## src/source/serv_params.svh

```systemverilog
`ifndef SERV_PARAMS_SVH
`define SERV_PARAMS_SVH

// Address of the first fetch after reset
`define SERV_RESET_PC 32'h0000_0000

// Data path width
`define SERV_XLEN 32

// Index of the last serial cycle of an instruction
`define SERV_CNT_LAST 31

`endif
```

## src/source/serv_pkg.sv

```systemverilog
`include "serv_params.svh"

package serv_pkg;

   typedef logic [`SERV_XLEN-1:0]         word_t;
   typedef logic [4:0]                    reg_addr_t;
   typedef logic [$clog2(`SERV_XLEN)-1:0] cnt_t;

   // Boolean unit function, encoded like funct3[1:0]
   typedef logic [1:0] bool_op_t;

   localparam bool_op_t BOOL_XOR  = 2'b00;
   localparam bool_op_t BOOL_PASS = 2'b01;
   localparam bool_op_t BOOL_OR   = 2'b10;
   localparam bool_op_t BOOL_AND  = 2'b11;

   // Source of the rd bit
   typedef logic [1:0] rd_sel_t;

   localparam rd_sel_t RD_SUM  = 2'd0;
   localparam rd_sel_t RD_BOOL = 2'd1;
   localparam rd_sel_t RD_CTRL = 2'd2;

   typedef enum logic [2:0] {
      ST_FETCH,
      ST_RF_REQ,
      ST_RF_WAIT,
      ST_EXEC,
      ST_PC_UPD
   } state_e;

endpackage

```

## src/source/serv_intf.sv

```systemverilog
`timescale 1ns/10ps

// Serial bit counter, shared by all execute stages
interface serv_cnt_if
   import serv_pkg::*;
();

   logic cnt_en;
   cnt_t cnt;
   logic init;
   logic done;

   modport state (output cnt_en, output cnt, output init, output done);
   modport user  (input cnt_en, input cnt, input init, input done);

endinterface

// ALU controls from decode, equality result back
interface serv_alu_if
   import serv_pkg::*;
();

   logic     sub;
   bool_op_t bool_op;
   logic     op_b_imm;
   logic     op_a_zero;
   rd_sel_t  rd_sel;
   logic     imm_bit;
   logic     cmp_eq;

   modport decode (
      output sub, output bool_op, output op_b_imm, output op_a_zero,
      output rd_sel, output imm_bit, input cmp_eq
   );

   modport alu (
      input sub, input bool_op, input op_b_imm, input op_a_zero,
      input rd_sel, input imm_bit, output cmp_eq
   );

endinterface

```

## src/source/serv_top.sv

```systemverilog
`timescale 1ns/10ps

module serv_top
   import serv_pkg::*;
(
   input  logic      clk,
   input  logic      i_rst_n,
   // Register file
   output logic      o_rf_rreq,
   input  logic      i_rf_ready,
   output reg_addr_t o_rreg0,
   output reg_addr_t o_rreg1,
   input  logic      i_rdata0,
   input  logic      i_rdata1,
   output reg_addr_t o_wreg0,
   output logic      o_wen0,
   output logic      o_wdata0,
   // Instruction bus
   output word_t     o_ibus_adr,
   output logic      o_ibus_cyc,
   input  word_t     i_ibus_rdt,
   input  logic      i_ibus_ack
);

   logic      take_branch;
   logic      jump;
   logic      rd_en;
   reg_addr_t rd_addr;
   reg_addr_t rs1_addr;
   reg_addr_t rs2_addr;
   logic      alu_rd;
   logic      ctrl_rd;

   serv_cnt_if cnt_bus ();
   serv_alu_if alu_bus ();

   serv_state state (
      .clk        (clk),
      .i_rst_n    (i_rst_n),
      .i_ibus_ack (i_ibus_ack),
      .i_rf_ready (i_rf_ready),
      .o_ibus_cyc (o_ibus_cyc),
      .o_rf_rreq  (o_rf_rreq),
      .cnt        (cnt_bus.state)
   );

   serv_decode decode (
      .clk           (clk),
      .i_rst_n       (i_rst_n),
      .i_ibus_rdt    (i_ibus_rdt),
      .i_ibus_ack    (i_ibus_ack),
      .cnt           (cnt_bus.user),
      .alu           (alu_bus.decode),
      .o_rs1_addr    (rs1_addr),
      .o_rs2_addr    (rs2_addr),
      .o_rd_addr     (rd_addr),
      .o_rd_en       (rd_en),
      .o_branch_op   (),
      .o_jump        (jump),
      .o_take_branch (take_branch)
   );

   serv_alu alu (
      .clk     (clk),
      .i_rst_n (i_rst_n),
      .cnt     (cnt_bus.user),
      .alu     (alu_bus.alu),
      .i_rs1   (i_rdata0),
      .i_rs2   (i_rdata1),
      .o_rd    (alu_rd)
   );

   serv_ctrl ctrl (
      .clk           (clk),
      .i_rst_n       (i_rst_n),
      .cnt           (cnt_bus.user),
      .i_imm_bit     (alu_bus.imm_bit),
      .i_jump        (jump),
      .i_take_branch (take_branch),
      .o_ctrl_rd     (ctrl_rd),
      .o_ibus_adr    (o_ibus_adr)
   );

   serv_rf_if rf_if (
      .cnt        (cnt_bus.user),
      .i_rd_en    (rd_en),
      .i_rd_addr  (rd_addr),
      .i_rs1_addr (rs1_addr),
      .i_rs2_addr (rs2_addr),
      .i_rd_sel   (alu_bus.rd_sel),
      .i_alu_rd   (alu_rd),
      .i_ctrl_rd  (ctrl_rd),
      .o_wreg0    (o_wreg0),
      .o_wen0     (o_wen0),
      .o_wdata0   (o_wdata0),
      .o_rreg0    (o_rreg0),
      .o_rreg1    (o_rreg1)
   );

endmodule

```

## src/source/serv_rf_if.sv

```systemverilog
`timescale 1ns/10ps

module serv_rf_if
   import serv_pkg::*;
(
   serv_cnt_if.user  cnt,
   input  logic      i_rd_en,
   input  reg_addr_t i_rd_addr,
   input  reg_addr_t i_rs1_addr,
   input  reg_addr_t i_rs2_addr,
   input  rd_sel_t   i_rd_sel,
   input  logic      i_alu_rd,
   input  logic      i_ctrl_rd,
   output reg_addr_t o_wreg0,
   output logic      o_wen0,
   output logic      o_wdata0,
   output reg_addr_t o_rreg0,
   output reg_addr_t o_rreg1
);

   assign o_rreg0 = i_rs1_addr;
   assign o_rreg1 = i_rs2_addr;
   assign o_wreg0 = i_rd_addr;

   // Writes to x0 are dropped here
   assign o_wen0 = cnt.cnt_en & i_rd_en & (i_rd_addr != '0);

   assign o_wdata0 = (i_rd_sel == RD_CTRL) ? i_ctrl_rd : i_alu_rd;

endmodule

```

## src/source/serv_ctrl.sv

```systemverilog
`timescale 1ns/10ps
`include "serv_params.svh"

module serv_ctrl
   import serv_pkg::*;
(
   input  logic     clk,
   input  logic     i_rst_n,
   serv_cnt_if.user cnt,
   input  logic     i_imm_bit,
   input  logic     i_jump,
   input  logic     i_take_branch,
   output logic     o_ctrl_rd,
   output word_t    o_ibus_adr
);

   function automatic logic carry_of(logic a, logic b, logic c);
      return (a & b) | (c & (a ^ b));
   endfunction

   word_t pc_q;
   word_t plus4_q;
   word_t offset_q;
   logic  pc_bit;
   logic  four_bit;
   logic  c4_in;
   logic  c4_q;
   logic  sum4;
   logic  coff_in;
   logic  coff_q;
   logic  sum_off;
   logic  upd_q;

   assign pc_bit   = pc_q[cnt.cnt];
   assign four_bit = (cnt.cnt == cnt_t'(2));

   // PC+4 and PC+offset, both starting with zero carry
   assign c4_in   = ~cnt.init & c4_q;
   assign sum4    = pc_bit ^ four_bit ^ c4_in;
   assign coff_in = ~cnt.init & coff_q;
   assign sum_off = pc_bit ^ i_imm_bit ^ coff_in;

   always_ff @(posedge clk) begin
      if (cnt.cnt_en) begin
         plus4_q  <= {sum4, plus4_q[31:1]};
         offset_q <= {sum_off, offset_q[31:1]};
         c4_q     <= carry_of(pc_bit, four_bit, c4_in);
         coff_q   <= carry_of(pc_bit, i_imm_bit, coff_in);
      end
   end

   // PC update in the cycle after the last serial bit
   always_ff @(posedge clk or negedge i_rst_n) begin
      if (!i_rst_n) begin
         pc_q  <= `SERV_RESET_PC;
         upd_q <= 1'b0;
      end else begin
         upd_q <= cnt.done;
         if (upd_q) begin
            pc_q <= (i_jump | i_take_branch) ? offset_q : plus4_q;
         end
      end
   end

   // Return address for JAL
   assign o_ctrl_rd  = sum4;
   assign o_ibus_adr = pc_q;

   assert property (@(posedge clk) disable iff (!i_rst_n)
      upd_q |=> (o_ibus_adr[1:0] == 2'b00));

endmodule

```

## src/source/serv_alu.sv

```systemverilog
`timescale 1ns/10ps

module serv_alu
   import serv_pkg::*;
(
   input  logic     clk,
   input  logic     i_rst_n,
   serv_cnt_if.user cnt,
   serv_alu_if.alu  alu,
   input  logic     i_rs1,
   input  logic     i_rs2,
   output logic     o_rd
);

   logic op_a;
   logic op_b;
   logic b_inv;
   logic carry_in;
   logic carry_q;
   logic sum;
   logic ne;
   logic bool_res;

   // Operand a forced to zero for LUI
   assign op_a  = i_rs1 & ~alu.op_a_zero;
   assign op_b  = alu.op_b_imm ? alu.imm_bit : i_rs2;
   assign b_inv = op_b ^ alu.sub;

   // Carry preset to one completes the two's complement of b
   assign carry_in = cnt.init ? alu.sub : carry_q;
   assign sum      = op_a ^ b_inv ^ carry_in;

   always_ff @(posedge clk or negedge i_rst_n) begin
      if (!i_rst_n) begin
         carry_q <= 1'b0;
      end else if (cnt.cnt_en) begin
         carry_q <= (op_a & b_inv) | (carry_in & (op_a ^ b_inv));
      end
   end

   assign ne         = i_rs1 ^ op_b;
   assign alu.cmp_eq = ~ne;

   always_comb begin
      case (alu.bool_op)
         BOOL_XOR:  bool_res = ne;
         BOOL_PASS: bool_res = op_b;
         BOOL_OR:   bool_res = i_rs1 | op_b;
         default:   bool_res = i_rs1 & op_b;
      endcase
   end

   assign o_rd = (alu.rd_sel == RD_BOOL) ? bool_res : sum;

endmodule

```

## src/source/serv_decode.sv

```systemverilog
`timescale 1ns/10ps

module serv_decode
   import serv_pkg::*;
(
   input  logic       clk,
   input  logic       i_rst_n,
   input  word_t      i_ibus_rdt,
   input  logic       i_ibus_ack,
   serv_cnt_if.user   cnt,
   serv_alu_if.decode alu,
   output reg_addr_t  o_rs1_addr,
   output reg_addr_t  o_rs2_addr,
   output reg_addr_t  o_rd_addr,
   output logic       o_rd_en,
   output logic       o_branch_op,
   output logic       o_jump,
   output logic       o_take_branch
);

   localparam logic [6:0] OPC_OP     = 7'b0110011;
   localparam logic [6:0] OPC_OP_IMM = 7'b0010011;
   localparam logic [6:0] OPC_LUI    = 7'b0110111;
   localparam logic [6:0] OPC_BRANCH = 7'b1100011;
   localparam logic [6:0] OPC_JAL    = 7'b1101111;

   // Full immediate for the instruction format
   function automatic word_t imm_of(word_t ir);
      word_t imm;
      case (ir[6:0])
         OPC_LUI:    imm = {ir[31:12], 12'b0};
         OPC_BRANCH: imm = {{20{ir[31]}}, ir[7], ir[30:25], ir[11:8], 1'b0};
         OPC_JAL:    imm = {{12{ir[31]}}, ir[19:12], ir[20], ir[30:21], 1'b0};
         default:    imm = {{20{ir[31]}}, ir[31:20]};
      endcase
      return imm;
   endfunction

   word_t      ir_q;
   word_t      imm_q;
   logic [2:0] funct3;
   logic       is_op;
   logic       is_op_imm;
   logic       is_lui;
   logic       is_branch;
   logic       is_jal;
   logic       is_add;
   logic       alu_f3_ok;
   logic       eq_q;

   assign funct3    = ir_q[14:12];
   assign is_op     = (ir_q[6:0] == OPC_OP);
   assign is_op_imm = (ir_q[6:0] == OPC_OP_IMM);
   assign is_lui    = (ir_q[6:0] == OPC_LUI);
   assign is_branch = (ir_q[6:0] == OPC_BRANCH);
   assign is_jal    = (ir_q[6:0] == OPC_JAL);
   assign is_add    = (funct3 == 3'b000);

   // ADD/SUB, XOR, OR, AND; shifts and SLT fall through as NOP
   assign alu_f3_ok = is_add | (funct3[2] & (funct3[1:0] != 2'b01));

   assign o_rs1_addr = ir_q[19:15];
   assign o_rs2_addr = ir_q[24:20];
   assign o_rd_addr  = ir_q[11:7];

   assign o_rd_en     = ((is_op | is_op_imm) & alu_f3_ok) | is_lui | is_jal;
   assign o_branch_op = is_branch & (funct3[2:1] == 2'b00);
   assign o_jump      = is_jal;

   assign alu.sub       = is_op & is_add & ir_q[30];
   assign alu.bool_op   = is_lui ? BOOL_PASS : bool_op_t'(funct3[1:0]);
   assign alu.op_b_imm  = is_op_imm | is_lui;
   assign alu.op_a_zero = is_lui;
   assign alu.imm_bit   = imm_q[0];

   always_comb begin
      if (is_jal) begin
         alu.rd_sel = RD_CTRL;
      end else if ((is_op | is_op_imm) && !is_add) begin
         alu.rd_sel = RD_BOOL;
      end else begin
         alu.rd_sel = RD_SUM;
      end
   end

   always_ff @(posedge clk) begin
      if (i_ibus_ack) begin
         ir_q  <= i_ibus_rdt;
         imm_q <= imm_of(i_ibus_rdt);
      end else if (cnt.cnt_en) begin
         imm_q <= {imm_q[31], imm_q[31:1]};
      end
   end

   // Sticky equality over all 32 bits
   always_ff @(posedge clk or negedge i_rst_n) begin
      if (!i_rst_n) begin
         eq_q <= 1'b0;
      end else if (cnt.cnt_en) begin
         eq_q <= alu.cmp_eq & (eq_q | cnt.init);
      end
   end

   // funct3[0] set for BNE
   assign o_take_branch = o_branch_op & (eq_q ^ funct3[0]);

endmodule

```

## src/source/serv_state.sv

```systemverilog
`timescale 1ns/10ps
`include "serv_params.svh"

module serv_state
   import serv_pkg::*;
(
   input  logic      clk,
   input  logic      i_rst_n,
   input  logic      i_ibus_ack,
   input  logic      i_rf_ready,
   output logic      o_ibus_cyc,
   output logic      o_rf_rreq,
   serv_cnt_if.state cnt
);

   state_e state_q;
   state_e state_d;
   cnt_t   cnt_q;
   logic   cyc_q;
   logic   exec;
   logic   last;

   assign exec = (state_q == ST_EXEC);
   assign last = (cnt_q == cnt_t'(`SERV_CNT_LAST));

   always_comb begin
      state_d = state_q;
      case (state_q)
         ST_FETCH: begin
            if (cyc_q && i_ibus_ack) begin
               state_d = ST_RF_REQ;
            end
         end
         ST_RF_REQ: begin
            state_d = ST_RF_WAIT;
         end
         ST_RF_WAIT: begin
            if (i_rf_ready) begin
               state_d = ST_EXEC;
            end
         end
         ST_EXEC: begin
            if (last) begin
               state_d = ST_PC_UPD;
            end
         end
         default: begin
            state_d = ST_FETCH;
         end
      endcase
   end

   // Bus request registered so it stays low during reset
   always_ff @(posedge clk or negedge i_rst_n) begin
      if (!i_rst_n) begin
         state_q <= ST_FETCH;
         cyc_q   <= 1'b0;
         cnt_q   <= '0;
      end else begin
         state_q <= state_d;
         cyc_q   <= (state_d == ST_FETCH);
         if (exec) begin
            cnt_q <= cnt_q + cnt_t'(1);
         end
      end
   end

   assign o_ibus_cyc = cyc_q;
   assign o_rf_rreq  = (state_q == ST_RF_REQ);

   assign cnt.cnt_en = exec;
   assign cnt.cnt    = cnt_q;
   assign cnt.init   = exec & (cnt_q == '0);
   assign cnt.done   = exec & last;

   // One request at a time on the shared buses
   assert property (@(posedge clk) disable iff (!i_rst_n)
      o_rf_rreq |-> !o_ibus_cyc);

   // Counter frozen outside execute, also while waiting on ack or ready
   assert property (@(posedge clk) disable iff (!i_rst_n)
      !exec |=> $stable(cnt_q));

endmodule

```

## config.mk

```make
export PLATFORM = sky130hd
export DESIGN_NAME = serv_top
export DESIGN_NICKNAME = d
export VERILOG_FILES = /design/src/source/serv_pkg.sv /design/src/source/serv_intf.sv /design/src/source/serv_top.sv /design/src/source/serv_rf_if.sv /design/src/source/serv_ctrl.sv /design/src/source/serv_alu.sv /design/src/source/serv_decode.sv /design/src/source/serv_state.sv
export VERILOG_INCLUDE_DIRS = /design/src /design/src/source
export SDC_FILE = /design/constraint.sdc
export NUM_CORES = 1
export LEC_CHECK = 0
export BUFFER_PORTS_ARGS = -buffer_cell sky130_fd_sc_hd__buf_2
export CAP_MARGIN = 25
export CORE_ASPECT_RATIO = 0.5
export CORE_MARGIN = 1.5
export CORE_UTILIZATION = 52
export DETAILED_ROUTE_END_ITERATION = 10
export HOLD_SLACK_MARGIN = 0.12
export PLACE_DENSITY_LB_ADDON = 0.12
export SYNTH_ARGS = -nofsm -noshare
export SYNTH_HDL_FRONTEND = slang
export SYNTH_HIERARCHICAL = 1
export SYNTH_SLANG_ARGS = --single-unit
```

## constraint.sdc

```tcl
create_clock -name clk -period 3.05 [get_ports clk]
set_input_delay 0.4575 -clock clk [delete_from_list [all_inputs] [get_ports clk]]
set_output_delay 0.4575 -clock clk [all_outputs]
set_load 0.005 [all_outputs]
```

==> flow_summary.json <==
{
  "rsz0062_at_grt": "true",
  "final_util_pct": 61.7,
  "crit_start": "state/cnt.cnt[1]$_DFFE_PN0P_",
  "antenna_left": 0,
  "setup_ws_ns": -0.276,
  "core_sq_um": 13600,
  "area_growth_pct": 15.2,
  "grt.overflow.total": 0,
  "ir_worst_vdd_mv": 0.479,
  "via_per_inst": 5.38,
  "cts_num_sinks": 168,
  "worstReg2RegStart": "state/cnt.cnt[1]$_DFFE_PN0P_",
  "fp.dieArea_sq_um": 14800,
  "hold_path.class": "input port to flop",
  "setup_tns_ns": -0.276,
  "maxSlewViolCount": 0,
  "timing.rr.end": "ctrl/offset_q[31]$_DFFE_PP_",
  "violations": "negative setup slack",
  "syn_nets": 572,
  "cts.path.max_buffers": 2,
  "cp-endpoint": "o_wdata0",
  "drcViolationCount": 0,
  "cp.depth": 9,
  "initial_core_util_pct": 53.6,
  "place_area_sq_um": 7710,
  "grt_max_degree": 78,
  "crit_required_ns": 2.59,
  "rows": 30,
  "cp.arrival_ns": 2.87,
  "io_buffers": 88,
  "skew_ns": 0.0109,
  "ioPinCount": 89,
  "drt_iter0_markers": 334,
  "cp_cell_sequence": "buf_6 -> mux4_2 -> mux2_4 -> nand3b_1 -> and4_4 -> fa_1 -> inv_2 -> mux2_4 -> buf_6",
  "worstRegToRegCells": 6,
  "ff2ff_setup_slack_ns": 0.64,
  "hold_viol_final": 0,
  "layout_min_cycle_time_ns": 3.33,
  "antenna_found_initial": 1,
  "fmax_ghz": 0.301,
  "clockRootBuffer": "clkbuf_16",
  "fin_area_sq_um": 8410,
  "layout-drive-gt1-share_pct": 28.5,
  "worstSetupStartpointType": "flop",
  "cp_slowest_stage_delay_ns": 0.50,
  "path_class": "flop to primary output",
  "worst_pin_slew_ns": 0.965,
  "die_w_um": 171,
  "grt_pass1_wl_um": 21900,
  "path_delay_family": "multiplexers",
  "critPathBufInv": 3,
  "syn_avg_cell_area_sq_um": 13.9,
  "first_global_vias": 4172,
  "cap_violations": 0,
  "cts_tree": "built",
  "synthCells": 526,
  "p_per_area_nw_per_um2": 1020,
  "hold_depth": 1,
  "dp.final_hpwl_um": 8720,
  "num_vias": 4308,
  "gp_congestion": 0.808,
  "tritoncts.num_buffers": 17,
  "track_usage_pct": 19.7,
  "clk_transition_reported_paths_ns": 0.07,
  "yosysWarnings": 6,
  "die_h_um": 86.8,
  "dp_slack_ns": 0.0668,
  "slew_headroom_pct": 35.7,
  "finalNetCount": 641,
  "wire_per_inst_um": 17.2,
  "cts_max_level": 4,
  "clkLatencyLatePin_ns": 0.43,
  "fin_crit_sh_pct": 109,
  "syn_area_sq_um": 7300,
  "setup_viol": 1,
  "status": "complete, but fails checks",
  "critPathSlowestCell": "mux4_2",
  "drt_wl_total_um": 13800,
  "crit_fanout": 8,
  "first_pass_iters": 5,
  "p_leak_nw": 3.59,
  "cp-end-kind": "primary output",
  "worst_hold_slack_ns": 0.216
}
==> registers in the layout, summed over array words and instances (netlist names) <==
register / cells
ctrl/o_ibus_adr: 32
ctrl/offset_q: 32
ctrl/plus4_q: 32
decode/imm_q: 32
decode/ir_q: 26
state/cnt.cnt: 5
state/state_q: 3
alu/carry_q: 1
ctrl/c4_q: 1
ctrl/coff_q: 1
ctrl/upd_q: 1
decode/eq_q: 1
state/o_ibus_cyc: 1
==> cell type report <==
cell class / count / area, sq um
inverters: 12 / 45.0
clock buffers: 18 / 429
fillers: 1060 / 5220
well taps: 192 / 240
clock inverters: 14 / 184
diodes: 1 / 2.50
flip-flops and latches: 168 / 4830
multi-input cells: 292 / 2070
repair buffers: 104 / 611
==> layer usage <==
metal	vias to the layer above	GRT usage (%)	part of all wire [%]
li1	2061	-	-
met1	2131	28.5	49
met2	105	28.7	44
met3	11	5.89	5.7
met4	0	6.60	0.87
met5	-	0	0
==> worst reg2reg max path: stages, from the launching register on <==
cell and delay [ns]:
dfrtp_1 0.42, buf_6 0.17, mux4_2 0.50, mux2_4 0.27
nand3b_1 0.11, nand4_1 0.19, fa_1 0.49
==> per-stage QoR <==
| stage | cells | power (mW) |
|---|---|---|
| 2_1_floorplan | 526 | 5.44 |
| 3_3_place_gp | 763 | 6.17 |
| 3_5_place_dp | 763 | 6.22 |
| 4_1_cts | 796 | 8.60 |
| 5_1_grt | 800 | 9.03 |
| 6_report | 801 | 8.54 |
==> timing repair <==
action	4_1_cts	5_1_grt
endpoints found under the hold margin	0	6
pin swaps	2	0
hold buffers	0	1
resized for setup	9	2
setup buffers	1	1
setup endpoints to repair	1	1
==> cells in the final DEF, fill, tap and decap left out, drive strengths merged, types with 3 or more instances in the layout <==
| cell type | count |
|---|---|
| a21oi | 65 |
| a221o | 8 |
| a221oi | 4 |
| and4b | 4 |
| buf | 103 |
| bufinv | 3 |
| clkbuf | 18 |
| clkinvlp | 4 |
| dfrtp | 44 |
| edfxtp | 124 |
| fa | 3 |
| ha | 5 |
| inv | 19 |
| mux2 | 7 |
| mux2i | 35 |
| mux4 | 6 |
| nand2 | 16 |
| nand2b | 4 |
| nand3b | 4 |
| nand4 | 5 |
| nor2 | 66 |
| nor2b | 6 |
| nor3 | 6 |
| o21ai | 6 |
| o2bb2ai | 6 |
| or2 | 3 |
| or4 | 3 |
| xnor2 | 5 |
==> where the power goes <==
group / total (mW) / switching, mW / internal [mW]
Sequential: 4.30 / 0.573 / 3.73
Clock: 2.26 / 0.949 / 1.31
Combinational: 1.98 / 1.07 / 0.916
==> how the worst min path moves through the flow <==
stage / startpoint / endpoint / slack [ns]
2_1_floorplan: i_rst_n / alu/carry_q$_DFFE_PN0P_ / 0.16
3_3_place_gp: ctrl/offset_q[25]$_DFFE_PP_ / ctrl/offset_q[24]$_DFFE_PP_ / 0.43
3_5_place_dp: ctrl/offset_q[23]$_DFFE_PP_ / ctrl/offset_q[22]$_DFFE_PP_ / 0.43
6_report: i_ibus_rdt[8] / decode/ir_q[8]$_DFFE_PP_ / 0.22
5_1_grt: i_ibus_rdt[11] / decode/ir_q[11]$_DFFE_PP_ / 0.20
4_1_cts: i_ibus_rdt[8] / decode/ir_q[8]$_DFFE_PP_ / 0.20
Note: power is estimated with default switching activity, not from simulation.
